$ cat src/common/isa_pkg.sv
// isa definitions for the rename core
// instruction word formats, opcodes and the two views of one word

package isa_pkg;

    localparam int xlen   = 32;  // instruction word width
    localparam int areg_w = 5;   // architectural register index

    // major opcodes seen by dispatch
    typedef enum logic [6:0] {
        op_reg   = 7'b0110011,  // register-register alu
        op_imm   = 7'b0010011,  // register-immediate alu
        op_load  = 7'b0000011,
        op_store = 7'b0100011   // no destination
    } opcode_t;

    // register-register layout
    typedef struct packed {
        logic [6:0]        funct7;
        logic [areg_w-1:0] rs2;
        logic [areg_w-1:0] rs1;
        logic [2:0]        funct3;
        logic [areg_w-1:0] rd;
        opcode_t           opcode;
    } r_fields_t;

    // immediate layout, no second source
    typedef struct packed {
        logic [11:0]       imm12;
        logic [areg_w-1:0] rs1;
        logic [2:0]        funct3;
        logic [areg_w-1:0] rd;
        opcode_t           opcode;
    } i_fields_t;

    // one word, decoded either way
    typedef union packed {
        r_fields_t r;
        i_fields_t i;
    } inst_u;

    localparam logic [xlen-1:0] nop_word = 32'h0000_0013;  // addi x0, x0, 0

endpackage

$ cat src/common/core_pkg.sv
// rename core sizes and the packed records passed between its blocks
// dispatch input, allocation, lookup, rename result, completion, retire

package core_pkg;

    //////////////////////////////////////////////////
    // sizes
    //////////////////////////////////////////////////
    localparam int num_areg  = 32;
    localparam int num_preg  = 64;
    localparam int preg_w    = 6;                    // physical tag width
    localparam int fl_depth  = num_preg - num_areg;  // free list slots
    localparam int fl_w      = 5;
    localparam int rob_depth = 16;
    localparam int rob_w     = 4;

    typedef logic [isa_pkg::areg_w-1:0] areg_t;
    typedef logic [preg_w-1:0]          preg_t;
    typedef logic [rob_w-1:0]           rob_idx_t;

    //////////////////////////////////////////////////
    // records
    //////////////////////////////////////////////////
    typedef struct packed {
        logic           valid;
        isa_pkg::inst_u inst;
    } disp_in_t;

    // dispatch request to map table, free list and rob
    typedef struct packed {
        logic     valid;     // rob entry taken
        logic     new_reg;   // rd nonzero, free list pops
        areg_t    rd;
        preg_t    new_pr;
        rob_idx_t rob_idx;
    } alloc_t;

    typedef struct packed {
        logic  rs1_use;
        areg_t rs1;
        logic  rs2_use;
        areg_t rs2;
    } lookup_t;

    // registered dispatch result
    typedef struct packed {
        logic     valid;
        rob_idx_t rob_idx;
        areg_t    rd;
        preg_t    new_pr;
        preg_t    old_pr;     // freed at retire
        preg_t    src1_pr;
        logic     src1_ready;
        preg_t    src2_pr;
        logic     src2_ready;
    } rename_t;

    typedef struct packed {
        logic     valid;
        rob_idx_t rob_idx;
        preg_t    pr;
    } cdb_t;

    typedef struct packed {
        logic  valid;
        areg_t rd;
        preg_t new_pr;
        preg_t old_pr;
    } retire_t;

endpackage

$ cat src/rename/dispatch_stage.sv
`timescale 1ns/1ps
// dispatch stage
// instruction register, register decode, stall and allocation request

module dispatch_stage (
    input  logic               clock,
    input  logic               reset,
    input  core_pkg::disp_in_t disp_in,
    output logic               stall,
    output core_pkg::lookup_t  lookup,
    input  core_pkg::preg_t    src1_pr,
    input  logic               src1_ready,
    input  core_pkg::preg_t    src2_pr,
    input  logic               src2_ready,
    input  core_pkg::preg_t    old_pr,
    input  core_pkg::preg_t    free_pr,
    input  logic               free_empty,
    input  core_pkg::rob_idx_t rob_tail,
    input  logic               rob_full,
    output core_pkg::alloc_t   alloc,
    output core_pkg::rename_t  rename_out
);

    core_pkg::disp_in_t ir;         // instruction register
    isa_pkg::opcode_t   op;
    logic               has_rd;
    logic               has_rs2;
    core_pkg::areg_t    rd;
    core_pkg::areg_t    rs1;
    core_pkg::areg_t    rs2;
    logic               needs_reg;  // rd nonzero
    logic               go;         // ir allocates on this edge

    //////////////////////////////////////////////////
    // instruction register
    //////////////////////////////////////////////////
    always_ff @(posedge clock) begin
        if (reset) begin
            ir.valid <= 1'b0;
        end else if (!stall) begin  // held while stalled
            ir.valid <= disp_in.valid;
            ir.inst  <= disp_in.valid ? disp_in.inst
                                      : isa_pkg::inst_u'(isa_pkg::nop_word);  // bubble
        end
    end

    // decode, both views of the same word
    always_comb begin
        op      = ir.inst.r.opcode;
        has_rd  = (op != isa_pkg::op_store);
        has_rs2 = (op == isa_pkg::op_reg) || (op == isa_pkg::op_store);
        rd      = has_rd ? ir.inst.r.rd : '0;    // store bits here are immediate
        rs1     = ir.inst.i.rs1;
        rs2     = has_rs2 ? ir.inst.r.rs2 : '0;  // imm/load: no second source
    end

    assign needs_reg = (rd != '0);  // x0 never renamed

    // registered state only
    assign stall = ir.valid && (rob_full || (free_empty && needs_reg));
    assign go    = ir.valid && !stall;

    // x0 sources read tag zero, always ready
    assign lookup = '{rs1_use: (rs1 != '0), rs1: rs1,
                      rs2_use: (rs2 != '0), rs2: rs2};

    assign alloc = '{valid:   go,
                     new_reg: go && needs_reg,
                     rd:      rd,
                     new_pr:  needs_reg ? free_pr : '0,
                     rob_idx: rob_tail};

    //////////////////////////////////////////////////
    // rename result
    //////////////////////////////////////////////////
    always_ff @(posedge clock) begin
        if (reset) begin
            rename_out.valid <= 1'b0;
        end else begin
            rename_out.valid <= go;
            if (go) begin
                rename_out.rob_idx    <= rob_tail;
                rename_out.rd         <= rd;
                rename_out.new_pr     <= alloc.new_pr;
                rename_out.old_pr     <= old_pr;  // freed when this retires
                rename_out.src1_pr    <= src1_pr;
                rename_out.src1_ready <= src1_ready;
                rename_out.src2_pr    <= src2_pr;
                rename_out.src2_ready <= src2_ready;
            end
        end
    end

endmodule

$ cat src/rename/map_table.sv
`timescale 1ns/1ps
// speculative map table
// architectural to physical tags plus one ready bit per physical register

module map_table (
    input  logic              clock,
    input  logic              reset,
    input  core_pkg::lookup_t lookup,
    input  core_pkg::alloc_t  alloc,
    input  core_pkg::cdb_t    cdb,
    output core_pkg::preg_t   src1_pr,
    output logic              src1_ready,
    output core_pkg::preg_t   src2_pr,
    output logic              src2_ready,
    output core_pkg::preg_t   old_pr
);

    core_pkg::preg_t               map [core_pkg::num_areg];
    logic [core_pkg::num_preg-1:0] ready;
    logic                          cdb_mapped;  // completed tag still named by some reg

    // source lookup, completion in flight counts as ready
    always_comb begin
        src1_pr    = lookup.rs1_use ? map[lookup.rs1] : '0;
        src2_pr    = lookup.rs2_use ? map[lookup.rs2] : '0;
        src1_ready = !lookup.rs1_use || ready[src1_pr]
                     || (cdb.valid && (cdb.pr == src1_pr));
        src2_ready = !lookup.rs2_use || ready[src2_pr]
                     || (cdb.valid && (cdb.pr == src2_pr));
    end

    assign old_pr = map[alloc.rd];  // x0 gives tag 0

    always_comb begin
        cdb_mapped = 1'b0;
        for (int i = 0; i < core_pkg::num_areg; i++) begin
            if (map[i] == cdb.pr) begin
                cdb_mapped = 1'b1;
            end
        end
    end

    //////////////////////////////////////////////////
    // update
    //////////////////////////////////////////////////
    always_ff @(posedge clock) begin
        if (reset) begin
            for (int i = 0; i < core_pkg::num_areg; i++) begin
                map[i] <= core_pkg::preg_t'(i);  // identity map
            end
            ready <= '1;
        end else begin
            if (cdb.valid && cdb_mapped) begin
                ready[cdb.pr] <= 1'b1;
            end
            // dispatch write comes last and wins
            if (alloc.new_reg) begin
                map[alloc.rd]       <= alloc.new_pr;
                ready[alloc.new_pr] <= 1'b0;
            end
        end
    end

endmodule

$ cat src/rename/free_list.sv
`timescale 1ns/1ps
// free list of physical registers
// circular queue, popped at dispatch and pushed at retire

module free_list (
    input  logic            clock,
    input  logic            reset,
    input  logic            pop,
    input  logic            push,
    input  core_pkg::preg_t push_pr,
    output core_pkg::preg_t free_pr,
    output logic            free_empty
);

    core_pkg::preg_t         slots [core_pkg::fl_depth];
    logic [core_pkg::fl_w-1:0] head;   // next tag handed out
    logic [core_pkg::fl_w-1:0] tail;   // next slot written at retire
    logic [core_pkg::fl_w:0]   count;  // 0..32

    assign free_pr    = slots[head];
    assign free_empty = (count == '0);  // registered, push shows next cycle

    //////////////////////////////////////////////////
    // queue state
    //////////////////////////////////////////////////
    always_ff @(posedge clock) begin
        if (reset) begin
            head  <= '0;
            tail  <= '0;
            count <= (core_pkg::fl_w+1)'(core_pkg::fl_depth);  // full
        end else begin
            if (pop) begin
                head <= head + 1'b1;
            end
            if (push) begin
                tail <= tail + 1'b1;
            end
            case ({push, pop})
                2'b10:   count <= count + 1'b1;
                2'b01:   count <= count - 1'b1;
                default: count <= count;  // both or neither
            endcase
        end
    end

    // slot contents, tags 32..63 after reset
    always_ff @(posedge clock) begin
        if (reset) begin
            for (int i = 0; i < core_pkg::fl_depth; i++) begin
                slots[i] <= core_pkg::preg_t'(core_pkg::num_areg + i);
            end
        end else if (push) begin
            slots[tail] <= push_pr;
        end
    end

endmodule

$ cat src/rob/rob.sv
`timescale 1ns/1ps
// reorder buffer
// allocates at dispatch, marks completions, retires in order and frees old tags

module rob (
    input  logic                clock,
    input  logic                reset,
    input  core_pkg::alloc_t    alloc,
    input  core_pkg::preg_t     old_pr,
    input  core_pkg::cdb_t      cdb,
    output core_pkg::rob_idx_t  rob_tail,
    output logic                rob_full,
    output logic                free_push,
    output core_pkg::preg_t     free_push_pr,
    output core_pkg::retire_t   retire_out
);

    typedef struct packed {
        logic            done;
        core_pkg::areg_t rd;
        core_pkg::preg_t new_pr;
        core_pkg::preg_t old_pr;
    } entry_t;

    entry_t                     entries [core_pkg::rob_depth];
    core_pkg::rob_idx_t         head;
    core_pkg::rob_idx_t         tail;
    logic [core_pkg::rob_w:0]   count;      // 0..16
    logic                       retire_go;  // head done, pops this edge

    assign rob_tail  = tail;
    assign rob_full  = (count == (core_pkg::rob_w+1)'(core_pkg::rob_depth));
    assign retire_go = (count != '0) && entries[head].done;

    // freed tag goes straight to the free list, x0 frees nothing
    assign free_push    = retire_go && (entries[head].rd != '0);
    assign free_push_pr = entries[head].old_pr;

    //////////////////////////////////////////////////
    // pointers
    //////////////////////////////////////////////////
    always_ff @(posedge clock) begin
        if (reset) begin
            head  <= '0;
            tail  <= '0;
            count <= '0;
        end else begin
            if (alloc.valid) begin
                tail <= tail + 1'b1;
            end
            if (retire_go) begin
                head <= head + 1'b1;
            end
            case ({alloc.valid, retire_go})
                2'b10:   count <= count + 1'b1;
                2'b01:   count <= count - 1'b1;
                default: count <= count;
            endcase
        end
    end

    // entry storage, completion only hits allocated entries
    always_ff @(posedge clock) begin
        if (alloc.valid) begin
            entries[alloc.rob_idx] <= '{done: 1'b0, rd: alloc.rd,
                                        new_pr: alloc.new_pr, old_pr: old_pr};
        end
        if (cdb.valid) begin
            entries[cdb.rob_idx].done <= 1'b1;
        end
    end

    //////////////////////////////////////////////////
    // retire record
    //////////////////////////////////////////////////
    always_ff @(posedge clock) begin
        if (reset) begin
            retire_out.valid <= 1'b0;
        end else begin
            retire_out.valid <= retire_go;  // one per cycle
            if (retire_go) begin
                retire_out.rd     <= entries[head].rd;
                retire_out.new_pr <= entries[head].new_pr;
                retire_out.old_pr <= entries[head].old_pr;
            end
        end
    end

endmodule

$ cat src/rename_core.sv
`timescale 1ns/1ps
// rename core top level
// dispatch, map table, free list and reorder buffer wired together

module rename_core (
    input  logic               clock,
    input  logic               reset,
    input  core_pkg::disp_in_t disp_in,
    output logic               stall,
    input  core_pkg::cdb_t     cdb,
    output core_pkg::rename_t  rename_out,
    output core_pkg::retire_t  retire_out
);

    core_pkg::lookup_t  lookup;
    core_pkg::alloc_t   alloc;
    core_pkg::preg_t    src1_pr, src2_pr;
    logic               src1_ready, src2_ready;
    core_pkg::preg_t    old_pr;       // current mapping of rd
    core_pkg::preg_t    free_pr;      // free list head
    logic               free_empty;
    core_pkg::rob_idx_t rob_tail;
    logic               rob_full;
    logic               free_push;    // retire frees a tag
    core_pkg::preg_t    free_push_pr;

    dispatch_stage u_dispatch (
        .clock      (clock),
        .reset      (reset),
        .disp_in    (disp_in),
        .stall      (stall),
        .lookup     (lookup),
        .src1_pr    (src1_pr),
        .src1_ready (src1_ready),
        .src2_pr    (src2_pr),
        .src2_ready (src2_ready),
        .old_pr     (old_pr),
        .free_pr    (free_pr),
        .free_empty (free_empty),
        .rob_tail   (rob_tail),
        .rob_full   (rob_full),
        .alloc      (alloc),
        .rename_out (rename_out)
    );

    map_table u_map (
        .clock      (clock),
        .reset      (reset),
        .lookup     (lookup),
        .alloc      (alloc),
        .cdb        (cdb),
        .src1_pr    (src1_pr),
        .src1_ready (src1_ready),
        .src2_pr    (src2_pr),
        .src2_ready (src2_ready),
        .old_pr     (old_pr)
    );

    free_list u_free (
        .clock      (clock),
        .reset      (reset),
        .pop        (alloc.new_reg),   // only real destinations take a tag
        .push       (free_push),
        .push_pr    (free_push_pr),
        .free_pr    (free_pr),
        .free_empty (free_empty)
    );

    rob u_rob (
        .clock        (clock),
        .reset        (reset),
        .alloc        (alloc),
        .old_pr       (old_pr),
        .cdb          (cdb),
        .rob_tail     (rob_tail),
        .rob_full     (rob_full),
        .free_push    (free_push),
        .free_push_pr (free_push_pr),
        .retire_out   (retire_out)
    );

endmodule

$ cat config.mk
export PLATFORM = sky130hd
export DESIGN_NAME = rename_core
export DESIGN_NICKNAME = d
export VERILOG_FILES = /design/src/common/isa_pkg.sv /design/src/common/core_pkg.sv /design/src/rename/dispatch_stage.sv /design/src/rename/map_table.sv /design/src/rename/free_list.sv /design/src/rob/rob.sv /design/src/rename_core.sv
export SDC_FILE = /design/constraint.sdc
export NUM_CORES = 2
export LEC_CHECK = 0
export ABC_AREA = 1
export BUFFER_PORTS_ARGS = -buffer_cell sky130_fd_sc_hd__buf_2
export CORE_ASPECT_RATIO = 0.7
export CORE_MARGIN = 3
export CORE_UTILIZATION = 40
export CTS_CLUSTER_DIAMETER = 80
export DETAILED_ROUTE_END_ITERATION = 16
export RECOVER_POWER = 50
export SLEW_MARGIN = 20
export SYNTH_ARGS = -nofsm -noshare
export SYNTH_HDL_FRONTEND = slang
export SYNTH_SLANG_ARGS = --single-unit
$ cat constraint.sdc
create_clock -name clock -period 5.35 [get_ports clock]
set_input_delay 0.2675 -clock clock [delete_from_list [all_inputs] [get_ports clock]]
set_output_delay 0.2675 -clock clock [all_outputs]
set_load 0.02 [all_outputs]
==> impl_metrics.yaml <==
status:
  outcome: "finished, violations left"
  violations: "max-capacitance violations, max-slew violations"
global_route:
  antenna_found_initial: 3
  grt_overflow: 0
  grt_pass1_wl_um: 231000
  first_global_vias: 34700
  grt_util_all_layers_pct: 27.2
  grt_max_degree: 82
routing:
  drc: 0
  vias_per_cell: 5.98
  wl_per_cell_um: 25.0
  antenna_left: 0
  drt_iter0_drc: 5806
  vias: 37900
  drt_first_pass_iters: 8
  drt_wl_total_um: 159000
floorplanning:
  die_h_um: 282
  start_util_pct: 40.7
  rows: 100
  coreArea_um2: 107000
  chipWidth_um: 401
  die-area_um2: 113000
  io_pins: 101
setup_path:
  cpPeakStageDelay_ps: 1360
  ff2ff_path_depth: 14
  worst-r2r-setup-slack_ps: 280
  critical_path_peak_fanout: 51
  critical-path-top-delay-family: "buffers and inverters"
  critPathSlowestCell: "clkbuf_1"
  critical_path_buf_inv_count: 3
  r2r-end: "u_dispatch.rename_out[7]"
  crit_top_cell: "nand3_1"
  cp_cell_sequence: "clkinv_2, clkbuf_1, o21ai_0, o211ai_1, nand3_1, nand3_1, nand3_2, buf_12, o211ai_1, nand3_1, nand3_1, nand3_1, nand3_1, nand3_1"
  cp-end-kind: "register"
  cp-start-kind: "register"
  crit_type: "reg2reg"
  cp.arrival_ps: 5490
  cp_data_required_time_ps: 5770
timing:
  max_slew_margin_pct: -20.6
  setup_viol: 0
  min_period_ps: 5070
  clock.fmax_ghz: 0.197
  rsz0062_at_grt: "false"
  worst_pin_slew_ps: 1810
  skew_ps: 30.3
  finalSetupTns_ps: 0
  drv_slew: 136
  min_period_over_period_pct: 94.8
  hold_viol: 0
cts:
  tritoncts: "yes"
  cts_root_buffer: "clkbuf_16"
  insertion_delay_ps: 710
  ctsHtreeMaxLevel: 3
  cts_made_buffers: 86
  cts.sinks: 856
  cts.clk_slew.worst_paths_ps: 60
  cts_buffer_depth: 3
final_layout:
  finalNetCount: 4913
  final_area_um2: 48500
  fillerInstances: 10500
  multi_input_area_um2: 16100
  regArea_um2: 24400
  layout-drive-gt1-share_pct: 7.18
  layout_commonest_cell: "nand2_1"
  syn_to_final_growth_pct: 11.3
  mostFrequentLayoutCells: "nand2_1, edfxtp_1, nor2_1"
synthesis:
  synthTopCellsByArea: "edfxtp_1, nand2_1, dfxtp_1, o21ai_0, nor2_1"
  synthCells: 4787
  synth_edf_count: 730
  ys_warn_count: 0
  async_flop_share_pct: 0
  synthFlopType: "edfxtp_1"
  syn_avg_cell_area_um2: 9.11
  synth_cell_type_count: 57
  synth_top_cell_area_share_pct: 50.3
  yosysTopAreaCell: "edfxtp_1"
  yosysSeqAreaShare_pct: 56.1
  ys_ff_latch: 856
  syn_area_um2: 43600
run:
  cap_viol_max_count: 5
min_path:
  worstHoldStart: "cdb[10]"
  min_path_cells: 3
  hold_end: "u_rob.entries[7][17]"
  holdCritPathClass: "in2reg"
placed_design:
  gp_congestion: 1.02
  placed_area_um2: 45900
  dp_hpwl_um: 105000
  io_buffers: 90
power_and_ir_drop:
  switchingPower_mw: 6.40
  clkPwrFrac_pct: 33.0
  p_int_mw: 12.1
  p_seq_share_pct: 42.6
  peakVddDrop_uv: 289
  power_leakage_nw: 17.5
  power_mw: 18.5
  p_comb_share_pct: 24.5
  p_sw_share_pct: 34.6
  p_per_area_nw_per_um2: 381
[worst reg2reg max path, stage by stage, from the launching register on]
cell and delay, ps:
dfxtp_2 360, clkinv_2 540, clkbuf_1 1370, o21ai_0 340, o211ai_1 290, nand3_1 130
nand3_1 120, nand3_2 450, buf_12 380, o211ai_1 210, nand3_1 140, nand3_1 130
nand3_1 80, nand3_1 90, nand3_1 150
[what timing repair did]
item                                    4_1_cts  5_1_grt
buffers inserted                              0        0
hold buffers                                 30        0
endpoints found under the setup margin        0        0
resized for setup                             0        0
endpoints found under the hold margin        48        0
[through the flow]
| step | utilization (%) | std cells | hold WS (ps) | worst slack (ps) |
|---|---|---|---|---|
| 4_1_cts | 45.7 | 6342 | 102 | 775 |
| 5_1_grt | 45.3 | 6342 | 139 | 160 |
| 3_3_place_gp | 42.8 | 6156 | 455 | 823 |
| 3_5_place_dp | 42.8 | 6156 | 460 | 805 |
| 2_1_floorplan | - | 4792 | 371 | 1500 |
| 6_report | 45.3 | 6343 | 140 | 277 |
[cell type report]
cell class,instances,area share [%]
Sequential cell,856,50.4
Tap cell,1428,3.68
Clock inverter,43,0.931
Clock buffer,113,4.79
Inverter,441,3.44
Multi-Input combinational cell,3192,33.1
Timing Repair Buffer,269,3.67
Antenna cell,1,0.00516
[routing by layer]
| metal | global-route usage, % | wire length, um | up-vias |
|---|---|---|---|
| li1 | - | - | 16900 |
| met1 | 41.1 | 69600 | 18200 |
| met2 | 36.9 | 62300 | 2526 |
| met3 | 8.60 | 22400 | 322 |
| met4 | 7.49 | 4420 | 4 |
| met5 | 0.367 | 137 | - |
[power by group through the flow]
stage | Sequential, mW | Combinational, mW | Clock [mW]
after global routing | 7.88 | 4.83 | 6.44
after CTS | 7.85 | 4.47 | 6.16
after global placement | 7.99 | 4.40 | 0
final | 7.86 | 4.52 | 6.09
after detailed placement | 7.99 | 4.44 | 0
after floorplan | 7.98 | 2.64 | 0
[worst max path at each step]
stage | end | cells past startpoint | startpoint
finish | u_dispatch.rename_out[7] | 14 | register
global route | u_dispatch.rename_out[7] | 14 | register
CTS | u_rob.entries[1][2] | 12 | u_dispatch.ir[2]
detailed placement | u_rob.entries[15][2] | 12 | u_dispatch.ir[2]
global placement | u_free.count[5] | 27 | u_dispatch.ir[2]
floorplan | u_dispatch.rename_out[0] | 13 | u_dispatch.ir[2]
[cell families (layout without fill, tap and decap cells)]
logic type               count (synthesis)  count (layout)  share of synthesized area, %
AND/OR/NAND/NOR                       1879            1879                          18.2
buffers and inverters                  744             866                          6.79
flip-flops                             856             856                          56.1
AO/OA/AOI/OAI                         1198            1198                          16.6
XOR/XNOR                                88              88                          1.77
adder cells (fa/ha/maj)                 21              21                         0.637
other                                    1               7                       0.00860
[cells in the mapped netlist, types with 52 or more instances]
library cell,n
dfxtp_1,126
o21ai_0,504
o211ai_1,102
clkbuf_1,180
a21oi_1,209
o221ai_1,96
inv_2,53
edfxtp_1,730
nand3_1,273
buf_2,78
nor2_1,560
o22ai_1,118
xnor2_1,52
nand2_1,903
inv_1,378
[state kept, by name (all words and copies together) (netlist names), named ones only]
signal	cells
u_free.head	5
u_dispatch.lookup	5
u_free.tail	5
u_rob.count	5
u_rob.rob_tail	4
u_free.slots	192
u_rob.retire_out	18
u_free.count	6
u_rob.head	4
u_rob.entries	288
u_dispatch.rename_out	36
u_map.map	192
u_dispatch.ir	18
u_map.ready	64
Power figures use the tool's default switching activity.
